`src/cpu_frontend_params.svh`:
```
// Width definitions shared by the CPU front end blocks
`ifndef CPU_FRONTEND_PARAMS_SVH
`define CPU_FRONTEND_PARAMS_SVH

// Instruction and data word width
`define WORD_BITS 16

// Instruction address width
// Cache request address is one word granular
`define PC_BITS 15

// Register index width
// Sixteen general registers
`define REG_BITS 4

`endif

```
`src/cpu_frontend_pkg.sv`:
```
// Shared types for the CPU front end, fetch FSM states and instruction opcodes
`default_nettype none

package cpu_frontend_pkg;

	// Fetch controller states
	typedef enum logic [3:0] {
		st_execute          = 4'd0,
		// Cache miss rewind, then wait for the line
		st_wait_cache1      = 4'd1,
		st_wait_cache2      = 4'd2,
		// Hazard countdown
		st_stall_2          = 4'd3,
		st_stall_3          = 4'd4,
		st_stall_4          = 4'd5,
		// Data memory not ready
		st_mem_stall1       = 4'd6,
		st_mem_stall2       = 4'd7,
		// Cache flush request and wait
		st_invalidate_cache = 4'd8,
		st_wait_invalidate  = 4'd9
	} fetch_state_t;

	// Top nibble of an instruction word
	typedef enum logic [3:0] {
		op_nop = 4'h0,
		op_add = 4'h1,
		op_sub = 4'h2,
		op_and = 4'h3,
		op_or  = 4'h4,
		op_cmp = 4'h5,
		op_ld  = 4'h6,
		op_st  = 4'h7,
		// 12-bit payload for the immediate register
		op_imm = 4'h8,
		op_br  = 4'h9
	} opcode_t;

endpackage

`default_nettype wire

```
`src/pipe_view_if.sv`:
```
// Read-only view of pipeline slots 0 to 3 for hazard detection
`timescale 1ns/1ns
`default_nettype none

`include "cpu_frontend_params.svh"

interface pipe_view_if;

	// Slot instruction words
	logic [`WORD_BITS-1:0] s0_word;
	logic [`WORD_BITS-1:0] s1_word;
	logic [`WORD_BITS-1:0] s2_word;
	logic [`WORD_BITS-1:0] s3_word;

	// Slot valid bits, low for bubbles
	logic s0_valid;
	logic s1_valid;
	logic s2_valid;
	logic s3_valid;

	// Driven by the pipeline slots
	modport source (
		output s0_word, s1_word, s2_word, s3_word,
		output s0_valid, s1_valid, s2_valid, s3_valid
	);

	// Read by the hazard check
	modport sink (
		input s0_word, s1_word, s2_word, s3_word,
		input s0_valid, s1_valid, s2_valid, s3_valid
	);

endinterface

`default_nettype wire

```
`src/cpu_fetch_control.sv`:
```
// Fetch controller with PC tracking, run/stall FSM and pipeline strobes
`timescale 1ns/1ns
`default_nettype none

`include "cpu_frontend_params.svh"

module cpu_fetch_control (
	input  wire                 CLK,
	input  wire                 RSTb,
	input  wire                 hazard_1,
	input  wire                 hazard_2,
	input  wire                 hazard_3,
	input  wire                 cache_miss,
	input  wire                 invalidate_cache,
	input  wire                 invalidation_done,
	input  wire                 data_memory_was_requested,
	input  wire                 data_memory_success,
	input  wire                 bank_switch,
	input  wire                 load_pc,
	input  wire [`PC_BITS-1:0]  new_pc,
	output logic [`PC_BITS-1:0] cache_request_address,
	output logic                take_fetch,
	output logic                freeze,
	output logic                flush
);
	import cpu_frontend_pkg::*;

	fetch_state_t        state;
	fetch_state_t        next_state;
	logic [`PC_BITS-1:0] pc;
	logic [`PC_BITS-1:0] pc_next;
	logic [`PC_BITS-1:0] pc_prev;
	logic [`PC_BITS-1:0] pc_prev_next;
	logic                mem_stall;
	logic                stall_any;

	// Memory stall trumps every other condition
	assign mem_stall = data_memory_was_requested && !data_memory_success;

	// Anything that rewinds the PC while executing
	assign stall_any = mem_stall || hazard_1 || hazard_2 || hazard_3 ||
		invalidate_cache || cache_miss;

	// Cache is addressed straight from the PC
	assign cache_request_address = pc;

	always_ff @(posedge CLK) begin
		if (!RSTb) begin
			// Cache must be invalidated before the first fetch
			state   <= st_wait_invalidate;
			pc      <= '0;
			pc_prev <= '0;
		end else begin
			state   <= next_state;
			pc      <= pc_next;
			pc_prev <= pc_prev_next;
		end
	end

	// Next state
	always_comb begin
		next_state = state;
		case (state)
			st_execute: begin
				// Branch keeps running, flush handles the young slots
				if (load_pc)
					next_state = st_execute;
				else if (hazard_1)
					next_state = st_stall_2;
				else if (hazard_2)
					next_state = st_stall_3;
				else if (hazard_3)
					next_state = st_stall_4;
				else if (invalidate_cache)
					next_state = st_invalidate_cache;
				else if (cache_miss)
					next_state = st_wait_cache1;
			end
			// PC settles back on pc_prev here
			st_wait_cache1:      next_state = st_wait_cache2;
			st_wait_cache2:      if (!cache_miss) next_state = st_execute;
			st_stall_2:          next_state = st_stall_3;
			st_stall_3:          next_state = st_stall_4;
			st_stall_4:          next_state = st_execute;
			st_mem_stall1:       next_state = st_mem_stall2;
			st_mem_stall2:       if (!bank_switch) next_state = st_execute;
			st_invalidate_cache: next_state = st_wait_invalidate;
			st_wait_invalidate:  if (invalidation_done) next_state = st_execute;
			default:             next_state = st_wait_invalidate;
		endcase

		// Memory stall overrides, except while already draining the bank
		if (mem_stall && state != st_mem_stall2)
			next_state = st_mem_stall1;
	end

	// PC and previous PC
	always_comb begin
		pc_next      = pc;
		pc_prev_next = pc_prev;
		if (state == st_execute) begin
			if (mem_stall) begin
				pc_next = pc_prev;
			end else if (load_pc) begin
				// Branch target becomes the rewind point too
				pc_next      = new_pc;
				pc_prev_next = new_pc;
			end else if (stall_any) begin
				// Refetch the instruction sitting in stage0
				pc_next = pc_prev;
			end else begin
				pc_next      = pc + 1'b1;
				pc_prev_next = pc;
			end
		end
	end

	// Fetch only on a clean execute cycle
	assign take_fetch = (state == st_execute) && !load_pc && !stall_any;

	// Branch kills the younger slots
	assign flush = (state == st_execute) && load_pc && !mem_stall;

	// Later stages hold for the whole memory stall
	assign freeze = mem_stall || (state == st_mem_stall1) || (state == st_mem_stall2);

endmodule

`default_nettype wire

```
`src/cpu_pipeline_slots.sv`:
```
// Five-slot instruction pipeline with per-slot PC and the immediate register
`timescale 1ns/1ns
`default_nettype none

`include "cpu_frontend_params.svh"

module cpu_pipeline_slots (
	input  wire                   CLK,
	input  wire                   RSTb,
	input  wire                   take_fetch,
	input  wire                   freeze,
	input  wire                   flush,
	input  wire [`WORD_BITS-1:0]  cache_word,
	input  wire [`PC_BITS-1:0]    fetch_pc,
	output logic [`WORD_BITS-1:0] stage0,
	output logic [`WORD_BITS-1:0] stage1,
	output logic [`WORD_BITS-1:0] stage2,
	output logic [`WORD_BITS-1:0] stage3,
	output logic [`WORD_BITS-1:0] stage4,
	output logic                  stage4_valid,
	output logic [`PC_BITS-1:0]   pc_stage4,
	output logic [`WORD_BITS-1:0] imm_reg,
	pipe_view_if.source           view
);
	import cpu_frontend_pkg::*;

	logic [`WORD_BITS-1:0] word_q [0:4];
	logic [`PC_BITS-1:0]   pc_q [0:4];
	logic [4:0]            valid_q;
	logic                  imm_move;

	// Words and PCs carry no reset, valid bits qualify them
	always_ff @(posedge CLK) begin
		if (take_fetch) begin
			word_q[0] <= cache_word;
			pc_q[0]   <= fetch_pc;
		end
		if (!freeze) begin
			for (int i = 1; i < 5; i++) begin
				word_q[i] <= word_q[i-1];
				pc_q[i]   <= pc_q[i-1];
			end
		end
	end

	always_ff @(posedge CLK) begin
		if (!RSTb) begin
			valid_q <= '0;
		end else begin
			// Bubble enters whenever no word is taken
			valid_q[0] <= take_fetch;
			if (!freeze) begin
				// stage0 only moves on with a fetch, else it is refetched later
				valid_q[1] <= valid_q[0] && take_fetch && !flush;
				valid_q[2] <= valid_q[1] && !flush;
				valid_q[3] <= valid_q[2];
				valid_q[4] <= valid_q[3];
			end
		end
	end

	// Valid IMM crossing from stage1 into stage2
	assign imm_move = !freeze && !flush && valid_q[1] &&
		(opcode_t'(word_q[1][15:12]) == op_imm);

	always_ff @(posedge CLK) begin
		if (!RSTb)
			imm_reg <= '0;
		else if (imm_move)
			imm_reg <= {word_q[1][11:0], 4'b0000};
	end

	assign stage0       = word_q[0];
	assign stage1       = word_q[1];
	assign stage2       = word_q[2];
	assign stage3       = word_q[3];
	assign stage4       = word_q[4];
	assign stage4_valid = valid_q[4];
	assign pc_stage4    = pc_q[4];

	// Hazard view of the first four slots
	assign view.s0_word  = word_q[0];
	assign view.s1_word  = word_q[1];
	assign view.s2_word  = word_q[2];
	assign view.s3_word  = word_q[3];
	assign view.s0_valid = valid_q[0];
	assign view.s1_valid = valid_q[1];
	assign view.s2_valid = valid_q[2];
	assign view.s3_valid = valid_q[3];

endmodule

`default_nettype wire

```
`src/cpu_hazard_check.sv`:
```
// Register and flag hazard detection between stage0 and stages 1 to 3
`timescale 1ns/1ns
`default_nettype none

`include "cpu_frontend_params.svh"

module cpu_hazard_check (
	pipe_view_if.sink view,
	output logic      hazard_1,
	output logic      hazard_2,
	output logic      hazard_3
);
	import cpu_frontend_pkg::*;

	// Destination register written
	function automatic logic writes_reg(input logic [`WORD_BITS-1:0] w);
		return opcode_t'(w[15:12]) inside {op_add, op_sub, op_and, op_or, op_ld};
	endfunction

	function automatic logic writes_flags(input logic [`WORD_BITS-1:0] w);
		return opcode_t'(w[15:12]) inside {op_add, op_sub, op_and, op_or, op_cmp};
	endfunction

	// Loads read source a only
	function automatic logic reads_a(input logic [`WORD_BITS-1:0] w);
		return opcode_t'(w[15:12]) inside {op_add, op_sub, op_and, op_or, op_cmp, op_st, op_ld};
	endfunction

	function automatic logic reads_b(input logic [`WORD_BITS-1:0] w);
		return opcode_t'(w[15:12]) inside {op_add, op_sub, op_and, op_or, op_cmp, op_st};
	endfunction

	// Conditional branch depends on flags
	function automatic logic reads_flags(input logic [`WORD_BITS-1:0] w);
		return opcode_t'(w[15:12]) == op_br;
	endfunction

	// Consumer rd against producer wr
	function automatic logic conflict(input logic [`WORD_BITS-1:0] rd,
		input logic [`WORD_BITS-1:0] wr);
		logic [`REG_BITS-1:0] dest;
		logic                 reg_hit;
		logic                 flag_hit;
		dest     = wr[11:8];
		reg_hit  = writes_reg(wr) &&
			((reads_a(rd) && rd[7:4] == dest) || (reads_b(rd) && rd[3:0] == dest));
		flag_hit = reads_flags(rd) && writes_flags(wr);
		return reg_hit || flag_hit;
	endfunction

	// Bubbles never conflict
	assign hazard_1 = view.s0_valid && view.s1_valid && conflict(view.s0_word, view.s1_word);
	assign hazard_2 = view.s0_valid && view.s2_valid && conflict(view.s0_word, view.s2_word);
	assign hazard_3 = view.s0_valid && view.s3_valid && conflict(view.s0_word, view.s3_word);

endmodule

`default_nettype wire

```
`src/cpu_frontend.sv`:
```
// CPU front end top level, fetch control, pipeline slots and hazard check
`timescale 1ns/1ns
`default_nettype none

`include "cpu_frontend_params.svh"

module cpu_frontend (
	input  wire                   CLK,
	input  wire                   RSTb,
	// Instruction cache
	output logic [`PC_BITS-1:0]   cache_request_address,
	input  wire [`WORD_BITS-1:0]  cache_word,
	input  wire                   cache_miss,
	input  wire                   invalidate_cache,
	input  wire                   invalidation_done,
	// Data memory status
	input  wire                   data_memory_was_requested,
	input  wire                   data_memory_success,
	input  wire                   bank_switch,
	// Branch from execute
	input  wire                   load_pc,
	input  wire [`PC_BITS-1:0]    new_pc,
	// Pipeline state
	output logic [`WORD_BITS-1:0] pipeline_stage0,
	output logic [`WORD_BITS-1:0] pipeline_stage1,
	output logic [`WORD_BITS-1:0] pipeline_stage2,
	output logic [`WORD_BITS-1:0] pipeline_stage3,
	output logic [`WORD_BITS-1:0] pipeline_stage4,
	output logic                  stage4_valid,
	output logic [`PC_BITS-1:0]   pc_stage4,
	output logic [`WORD_BITS-1:0] imm_reg
);

	logic take_fetch;
	logic freeze;
	logic flush;
	logic hazard_1;
	logic hazard_2;
	logic hazard_3;

	// Slots to hazard check
	pipe_view_if view ();

	cpu_fetch_control cpu_fetch_control_i (
		.CLK                       (CLK),
		.RSTb                      (RSTb),
		.hazard_1                  (hazard_1),
		.hazard_2                  (hazard_2),
		.hazard_3                  (hazard_3),
		.cache_miss                (cache_miss),
		.invalidate_cache          (invalidate_cache),
		.invalidation_done         (invalidation_done),
		.data_memory_was_requested (data_memory_was_requested),
		.data_memory_success       (data_memory_success),
		.bank_switch               (bank_switch),
		.load_pc                   (load_pc),
		.new_pc                    (new_pc),
		.cache_request_address     (cache_request_address),
		.take_fetch                (take_fetch),
		.freeze                    (freeze),
		.flush                     (flush)
	);

	// Fetched word is tagged with the address it came from
	cpu_pipeline_slots cpu_pipeline_slots_i (
		.CLK          (CLK),
		.RSTb         (RSTb),
		.take_fetch   (take_fetch),
		.freeze       (freeze),
		.flush        (flush),
		.cache_word   (cache_word),
		.fetch_pc     (cache_request_address),
		.stage0       (pipeline_stage0),
		.stage1       (pipeline_stage1),
		.stage2       (pipeline_stage2),
		.stage3       (pipeline_stage3),
		.stage4       (pipeline_stage4),
		.stage4_valid (stage4_valid),
		.pc_stage4    (pc_stage4),
		.imm_reg      (imm_reg),
		.view         (view.source)
	);

	cpu_hazard_check cpu_hazard_check_i (
		.view     (view.sink),
		.hazard_1 (hazard_1),
		.hazard_2 (hazard_2),
		.hazard_3 (hazard_3)
	);

endmodule

`default_nettype wire

```
`config.mk`:
```
export PLATFORM = sky130hd
export DESIGN_NAME = cpu_frontend
export DESIGN_NICKNAME = d
export VERILOG_FILES = /design/src/cpu_frontend_pkg.sv /design/src/pipe_view_if.sv /design/src/cpu_fetch_control.sv /design/src/cpu_pipeline_slots.sv /design/src/cpu_hazard_check.sv /design/src/cpu_frontend.sv
export VERILOG_INCLUDE_DIRS = /design/src
export SDC_FILE = /design/constraint.sdc
export NUM_CORES = 1
export LEC_CHECK = 0
export ABC_AREA = 1
export BUFFER_PORTS_ARGS = -buffer_cell sky130_fd_sc_hd__buf_2
export CAP_MARGIN = 20
export CORE_MARGIN = 2
export CORE_UTILIZATION = 50
export DETAILED_ROUTE_END_ITERATION = 12
export PLACE_DENSITY = 0.76
export SYNTH_ARGS = -nofsm -noshare
export SYNTH_HDL_FRONTEND = slang
export SYNTH_SLANG_ARGS = --single-unit
export TNS_END_PERCENT = 5
```
`constraint.sdc`:
```
create_clock -name CLK -period 3.2 [get_ports CLK]
set_input_delay 0.16 -clock CLK [delete_from_list [all_inputs] [get_ports CLK]]
set_output_delay 0.16 -clock CLK [all_outputs]
set_load 0.02 [all_outputs]
```
==> run_results.csv, run 1 <==
group,metric,value,unit
outcome,status,"complete, no violations",
sta,timing.setup.tns,0,ns
sta,rsz0062_at_grt,"no",
yosys,ys.flop_type,"edfxtp_1",
route,drtIter0Drc,407,
floorplanning,dieArea,18000,sq um
finish,diodes,0,
power_and_ir_drop,p_clk_frac,0.404,
power_and_ir_drop,ir_drop,0.000416,V
sta,finalWorstSetupSlack,0.599,ns
place,pre_cts_ws,0.674,ns
critical_path,end_kind,"register",
route,viasPerCell,4.96,
clocking,clock-sinks,206,
yosys,synth.distinct_cells,34,
sta,hold_viol,0,
place,dpl_cell_area,9400,sq um
sta,max_freq,384,MHz
critical_path,critical-path-max-stage-delay,0.44,ns
floorplanning,core,16600,sq um
critical_path,worstPathRequired,3.39,ns
hold_path,worstHoldPathCells,5,
clocking,clk_pin_slew_worst_paths,0.06,ns
finish,syn_to_final_growth,21.3,%
yosys,ys_warn_count,0,
floorplanning,die-height,134,microns
critical_path,cp-start-kind,"register",
power_and_ir_drop,powerDensity,591,nW/um^2
global_routing,grt_max_degree,127,
yosys,ys_seq_area_frac,0.670,
yosys,synth_area_per_cell,10.5,sq um
floorplanning,ios,167,
clocking,clk_latency,0.49,ns
critical_path,cp_slowest_cell,"edfxtp_1",
finish,reg_top3,"cpu_pipeline_slots_i.word_q (80), cpu_pipeline_slots_i.pc_q (75)",
yosys,synth.largest_area_cell,"edfxtp_1",
floorplanning,rows,47,
critical_path,crit_chain,"o21ai_0, o21ai_0, nand2_1, nand2_1, nand2_2, nand2_4, inv_1, nand2_2, nor2_4, buf_12",
hold_path,hold_path_end,"cpu_fetch_control_i.pc_prev[5]",
yosys,synth_area_leaders,"edfxtp_1, dfxtp_1, nand2_1",
critical_path,cp.arrival,2.79,ns
critical_path,r2r_end,"cpu_pipeline_slots_i.pc_q[0][11]",
clocking,cts-htree-levels,1,
critical_path,crit_fanout,24,
global_routing,grt_antenna_before_repair,0,
hold_path,worstHoldStart,"new_pc[5]",
place,port-buffer-count,162,
finish,utilization,0.620,
sta,clock_skew,0.0109,ns
floorplanning,initial_utilization,0.511,
sta,slew_headroom,0.372,
floorplanning,die_w,134,microns
route,dr.pass1.iters,4,
sta,fin_crit_sh,0.813,
global_routing,grt_pass1_vias,5447,
sta,drv_slew,0,
power_and_ir_drop,comb_power_share,0.086,
route,finalWirelength,17.4,mm
sta,tightest_slew,0.939,ns
sta,setup_viol,0,
power_and_ir_drop,p_int,4660,uW
place,gp_congestion,0.859,
finish,final_cells,1213,
global_routing,overflow,0,
clocking,cts_buffer_depth,3,
sta,period_minus_slack,2.60,ns
hold_path,hold_class,"in -> reg",
yosys,synth_top_area_frac,0.550,
global_routing,grt_pass1_wl,27.3,mm
clocking,post-cts-setup-buffers,0,
critical_path,reg2reg_from,"cpu_pipeline_slots_i.word_q[0][60]",
global_routing,grt_util_all_layers,0.189,
route,wl_per_cell,14.4,microns
yosys,syn_area,8470,sq um
finish,post-route-cell-area,10300,sq um
critical_path,crit_type,"reg -> reg",
power_and_ir_drop,sw_frac_of_total,0.233,
finish,drive_gt1_frac,0.243,
clocking,cts_root_buf,"clkbuf_16",
clocking,cts_resized,0,
critical_path,rrSetupSlack,0.60,ns
route,drc,0,
critical_path,worstRegToRegCells,10,
yosys,syn_inst,807,
clocking,cts_tree,"yes",
yosys,synth_seq_cells,206,
clocking,numCtsBuffers,22,
place,dp_cells,1157,
route,vias,6022,
power_and_ir_drop,p_leak,0.00450,uW
finish,largest_reg_flops,80,
yosys,synth_edf_count,155,
finish,top_register,"cpu_pipeline_slots_i.word_q",
finish,nets,1019,
power_and_ir_drop,p_sw,1420,uW
job,maxCapViolCount,0,
power_and_ir_drop,pwr-share-seq,0.510,
route,ant_nets,0,
finish,fill_cells,1352,
yosys,postSynth.asyncResetShare,0,
place,dpl.hpwl,11.5,mm
[logic make-up after synthesis]
logic type	share of synthesized area
DFF	0.670
other	0.000443
buffers and inverters	0.0728
xor gates and xnor gates	0.0114
adders and majority gates	0.00148
AOI/OAI and AO/OA	0.0564
and+or+nand+nor	0.187
[worst max path at each step]
stage                                                   from                                 to  slack, ns  cells past startpoint
after floorplan                 cpu_fetch_control_i.state[3]   cpu_pipeline_slots_i.imm_reg[12]       0.23                     10
after global placement     cpu_pipeline_slots_i.word_q[0][2]   cpu_pipeline_slots_i.pc_q[0][13]       0.71                     14
after detailed placement           data_memory_was_requested    cpu_pipeline_slots_i.imm_reg[9]       0.67                     11
after CTS                  cpu_pipeline_slots_i.word_q[0][0]  cpu_pipeline_slots_i.word_q[0][7]       0.68                     14
after global routing      cpu_pipeline_slots_i.word_q[0][60]   cpu_pipeline_slots_i.pc_q[0][11]       0.38                     10
final                     cpu_pipeline_slots_i.word_q[0][60]   cpu_pipeline_slots_i.pc_q[0][11]       0.60                     10
[synth_stat cells, types with 2 or more instances]
library cell / n
a21oi_1: 60
a21oi_2: 2
and3_1: 6
buf_1: 2
buf_2: 4
buf_4: 21
buf_6: 2
clkbuf_1: 12
dfxtp_1: 51
edfxtp_1: 155
inv_1: 88
inv_2: 9
nand2_1: 202
nand2_2: 10
nand2_4: 3
nand3_1: 62
nand4_1: 4
nor2_1: 56
nor2_2: 8
nor2_8: 3
nor3_1: 2
o21ai_0: 24
xnor2_1: 3
xor2_1: 8
[cells in the final DEF, fill, tap and decap left out, types with 8 or more instances in the layout]
| cell | synthesis | layout |
|---|---|---|
| a21oi_1 | 60 | 60 |
| buf_2 | 4 | 162 |
| clkbuf_16 | 0 | 23 |
| dfxtp_1 | 51 | 51 |
| dlygate4sd3_1 | 0 | 17 |
| edfxtp_1 | 155 | 155 |
| inv_1 | 88 | 88 |
| inv_2 | 9 | 8 |
| nand2_1 | 202 | 202 |
| nand2_2 | 10 | 10 |
| nand3_1 | 62 | 62 |
| nor2_1 | 56 | 54 |
| nor2_2 | 8 | 9 |
| o21ai_0 | 24 | 24 |
| xor2_1 | 8 | 8 |
[per-layer routing]
layer  vias to the layer above  share of wire  global-route usage
li1                       2993              -                   -
met1                      2808           0.44               0.261
met2                       191           0.48               0.309
met3                        30          0.064              0.0340
met4                         0          0.019              0.0591
met5                         -              0                   0
[layout make-up]
| cell class | instances | area [sq um] | share of cell area |
|---|---|---|---|
| clock buffers | 25 | 583 | 0.0567 |
| inverters | 97 | 367 | 0.0357 |
| flip-flops and latches | 206 | 5680 | 0.552 |
| multi-input cells | 466 | 2200 | 0.214 |
| well taps | 220 | 275 | 0.0268 |
| repair buffers | 185 | 1050 | 0.102 |
| clock inverters | 14 | 126 | 0.0123 |
[critical path, delay by kind of cell, from the launching register on]
kind                   cells  cell delay [ns]
buffers and inverters      2             0.33
AOI/OAI and AO/OA          2             0.54
DFF                        1             0.44
and+or+nand+nor            6             0.97
[per-stage QoR]
| stage | hold slack [ns] | power, uW |
|---|---|---|
| 2_1_floorplan | 0.259 | 3510 |
| 3_3_place_gp | 0.338 | 3640 |
| 3_5_place_dp | 0.338 | 3660 |
| 4_1_cts | 0.0169 | 6130 |
| 5_1_grt | 0.0549 | 6290 |
| 6_report | 0.0358 | 6070 |
[timing repair]
item                                   in CTS  in global routing
setup endpoints to repair                   0                  0
hold buffers                               17                  0
endpoints found under the hold margin      17                  0
[power groups by stage]
stage	Sequential (uW)	Combinational, uW	Clock (uW)
2_1_floorplan	3220	288	0
3_3_place_gp	3150	497	0
3_5_place_dp	3150	503	0
4_1_cts	3100	522	2510
5_1_grt	3110	574	2610
6_report	3100	520	2460
Note: power is estimated with default switching activity, not from simulation.
==> run 2: changes to the inputs <==
Settings changed: PLACE_DENSITY 0.76 to 0.73.
Clock period 3.2 ns to 2.5 ns, I/O delays scaled along.
==> run_results.csv, run 2 (synthesis results as in run 1) <==
group,metric,value,unit
power_and_ir_drop,sw_frac_of_total,0.222,
finish,fill_cells,1323,
route,vias,5986,
power_and_ir_drop,ir_drop,0.000447,V
sta,setup_viol,0,
sta,timing.setup.tns,0,ns
place,gp_congestion,0.860,
sta,hold_ws,0.0320,ns
global_routing,grt_antenna_before_repair,0,
sta,slew_headroom,0.476,
clocking,post-cts-setup-buffers,0,
sta,hold_viol,0,
clocking,clock-sinks,206,
power_and_ir_drop,p_leak,0.00458,uW
sta,fin_crit_sh,0.905,
sta,tightest_slew,0.785,ns
job,maxCapViolCount,0,
power_and_ir_drop,total_power,8120,uW
critical_path,crit_type,"reg -> reg",
clocking,clk_pin_slew_worst_paths,0.06,ns
floorplanning,dieArea,18000,sq um
sta,finalWorstSetupSlack,0.237,ns
finish,nets,1026,
floorplanning,die_w,134,microns
route,ant_nets,0,
clocking,cts_root_buf,"clkbuf_16",
route,viasPerCell,4.90,
floorplanning,initial_utilization,0.511,
floorplanning,core,16600,sq um
route,drtIter0Drc,458,
finish,reg_top3,"cpu_pipeline_slots_i.word_q (80), cpu_pipeline_slots_i.pc_q (75)",
sta,drv_slew,0,
power_and_ir_drop,powerDensity,779,nW/um^2
sta,max_freq,442,MHz
global_routing,grt_util_all_layers,0.195,
finish,largest_reg_flops,80,
sta,clock_skew,0.00667,ns
finish,drive_gt1_frac,0.244,
route,drc,0,
critical_path,crit_fanout,17,
critical_path,end_kind,"register",
power_and_ir_drop,p_clk_frac,0.428,
sta,rsz0062_at_grt,"no",
power_and_ir_drop,p_sw,1800,uW
finish,diodes,0,
floorplanning,rows,47,
route,wl_per_cell,14.4,microns
global_routing,grt_pass1_wl,28.1,mm
clocking,cts_tree,"yes",
place,dpl.hpwl,11.5,mm
floorplanning,ios,167,
place,pre_cts_ws,0.213,ns
finish,final_cell_mix,"nand2_1, buf_2, edfxtp_1, inv_1, nand3_1",
clocking,numCtsBuffers,22,
route,dr.pass1.iters,5,
clocking,clk_latency,0.49,ns
outcome,status,"complete, no violations",
critical_path,worstPathRequired,2.92,ns
global_routing,overflow,0,
floorplanning,die-height,134,microns
finish,syn_to_final_growth,23.1,%
global_routing,grt_max_degree,127,
clocking,cts_buffer_depth,3,
critical_path,cp-start-kind,"register",
hold_path,hold_class,"in -> reg",
critical_path,cp.arrival,2.68,ns
power_and_ir_drop,p_int,6320,uW
route,finalWirelength,17.5,mm
sta,period_minus_slack,2.26,ns
finish,layout_commonest_cell,"nand2_1",
finish,top_register,"cpu_pipeline_slots_i.word_q",
power_and_ir_drop,comb_power_share,0.084,
place,port-buffer-count,162,
global_routing,grt_pass1_vias,5577,
power_and_ir_drop,pwr-share-seq,0.488,
clocking,cts-htree-levels,1,
## run 2: path summary, 6_finish.rpt
path | startpoint | endpoint | depth (start not counted) | slack, ns
worst min-delay path | cache_miss | cpu_fetch_control_i.state[0] | 4 | 0.03
worst max register to register | cpu_pipeline_slots_i.word_q[0][7] | cpu_fetch_control_i.pc_prev[12] | 17 | 0.24
worst max-delay path | cpu_pipeline_slots_i.word_q[0][7] | cpu_fetch_control_i.pc_prev[12] | 17 | 0.24
worst min register to register | cpu_pipeline_slots_i.pc_q[0][7] | cpu_pipeline_slots_i.pc_q[0][22] | 0 | 0.42
## run 2: cell type report
| type | instances | area [sq um] | area share |
|---|---|---|---|
| flip-flops and latches | 206 | 5680 | 0.545 |
| multi-input cells | 466 | 2210 | 0.212 |
| repair buffers | 192 | 1110 | 0.106 |
| clock buffers | 31 | 616 | 0.0591 |
| inverters | 97 | 367 | 0.0352 |
| well taps | 220 | 275 | 0.0264 |
| clock inverters | 9 | 171 | 0.0164 |
## run 2: layer usage
| metal | track usage | up-vias | routed length, microns |
|---|---|---|---|
| met1 | 0.269 | 2743 | 7660 |
| met3 | 0.0370 | 32 | 1250 |
| met2 | 0.314 | 205 | 8220 |
| met5 | 0 | - | 0 |
| met4 | 0.0620 | 0 | 405 |
| li1 | - | 3006 | - |
## run 2: critical path: stages (launching register included)
cell and delay, ns:
edfxtp_1 0.49, inv_1 0.15, nand2_1 0.06, nand2_1 0.05, nor2_1 0.05, nand3_1 0.07
nand2_1 0.06, nand2_1 0.05, nand2_1 0.06, nand2_2 0.10, nand2_4 0.08, nor2_8 0.28
nor2_8 0.08, nor2_8 0.16, nand2_4 0.19, nand2_1 0.11, inv_1 0.04, nor2_1 0.10
## run 2: power by group through the flow
stage	combinational (uW)	sequential [uW]	clock (uW)
after CTS	679	3960	3550
after global routing	749	3980	3700
after detailed placement	652	4030	0
after global placement	647	4030	0
final	678	3960	3480
after floorplan	370	4120	0
## run 2: metrics by stage
stage                     instance area [sq um]  std cells  utilization
after global placement                     9430       1162        0.569
after global routing                      10400       1221        0.628
after detailed placement                   9430       1162        0.569
final                                     10400       1221        0.628
after CTS                                 10400       1221        0.628
after floorplan                            8490        810            -
## run 2: what timing repair did
action / in CTS / in global routing
resized for setup: 0 / 2
endpoints found under the hold margin: 19 / 0
endpoints found under the setup margin: 0 / 12
hold buffers: 19 / 0
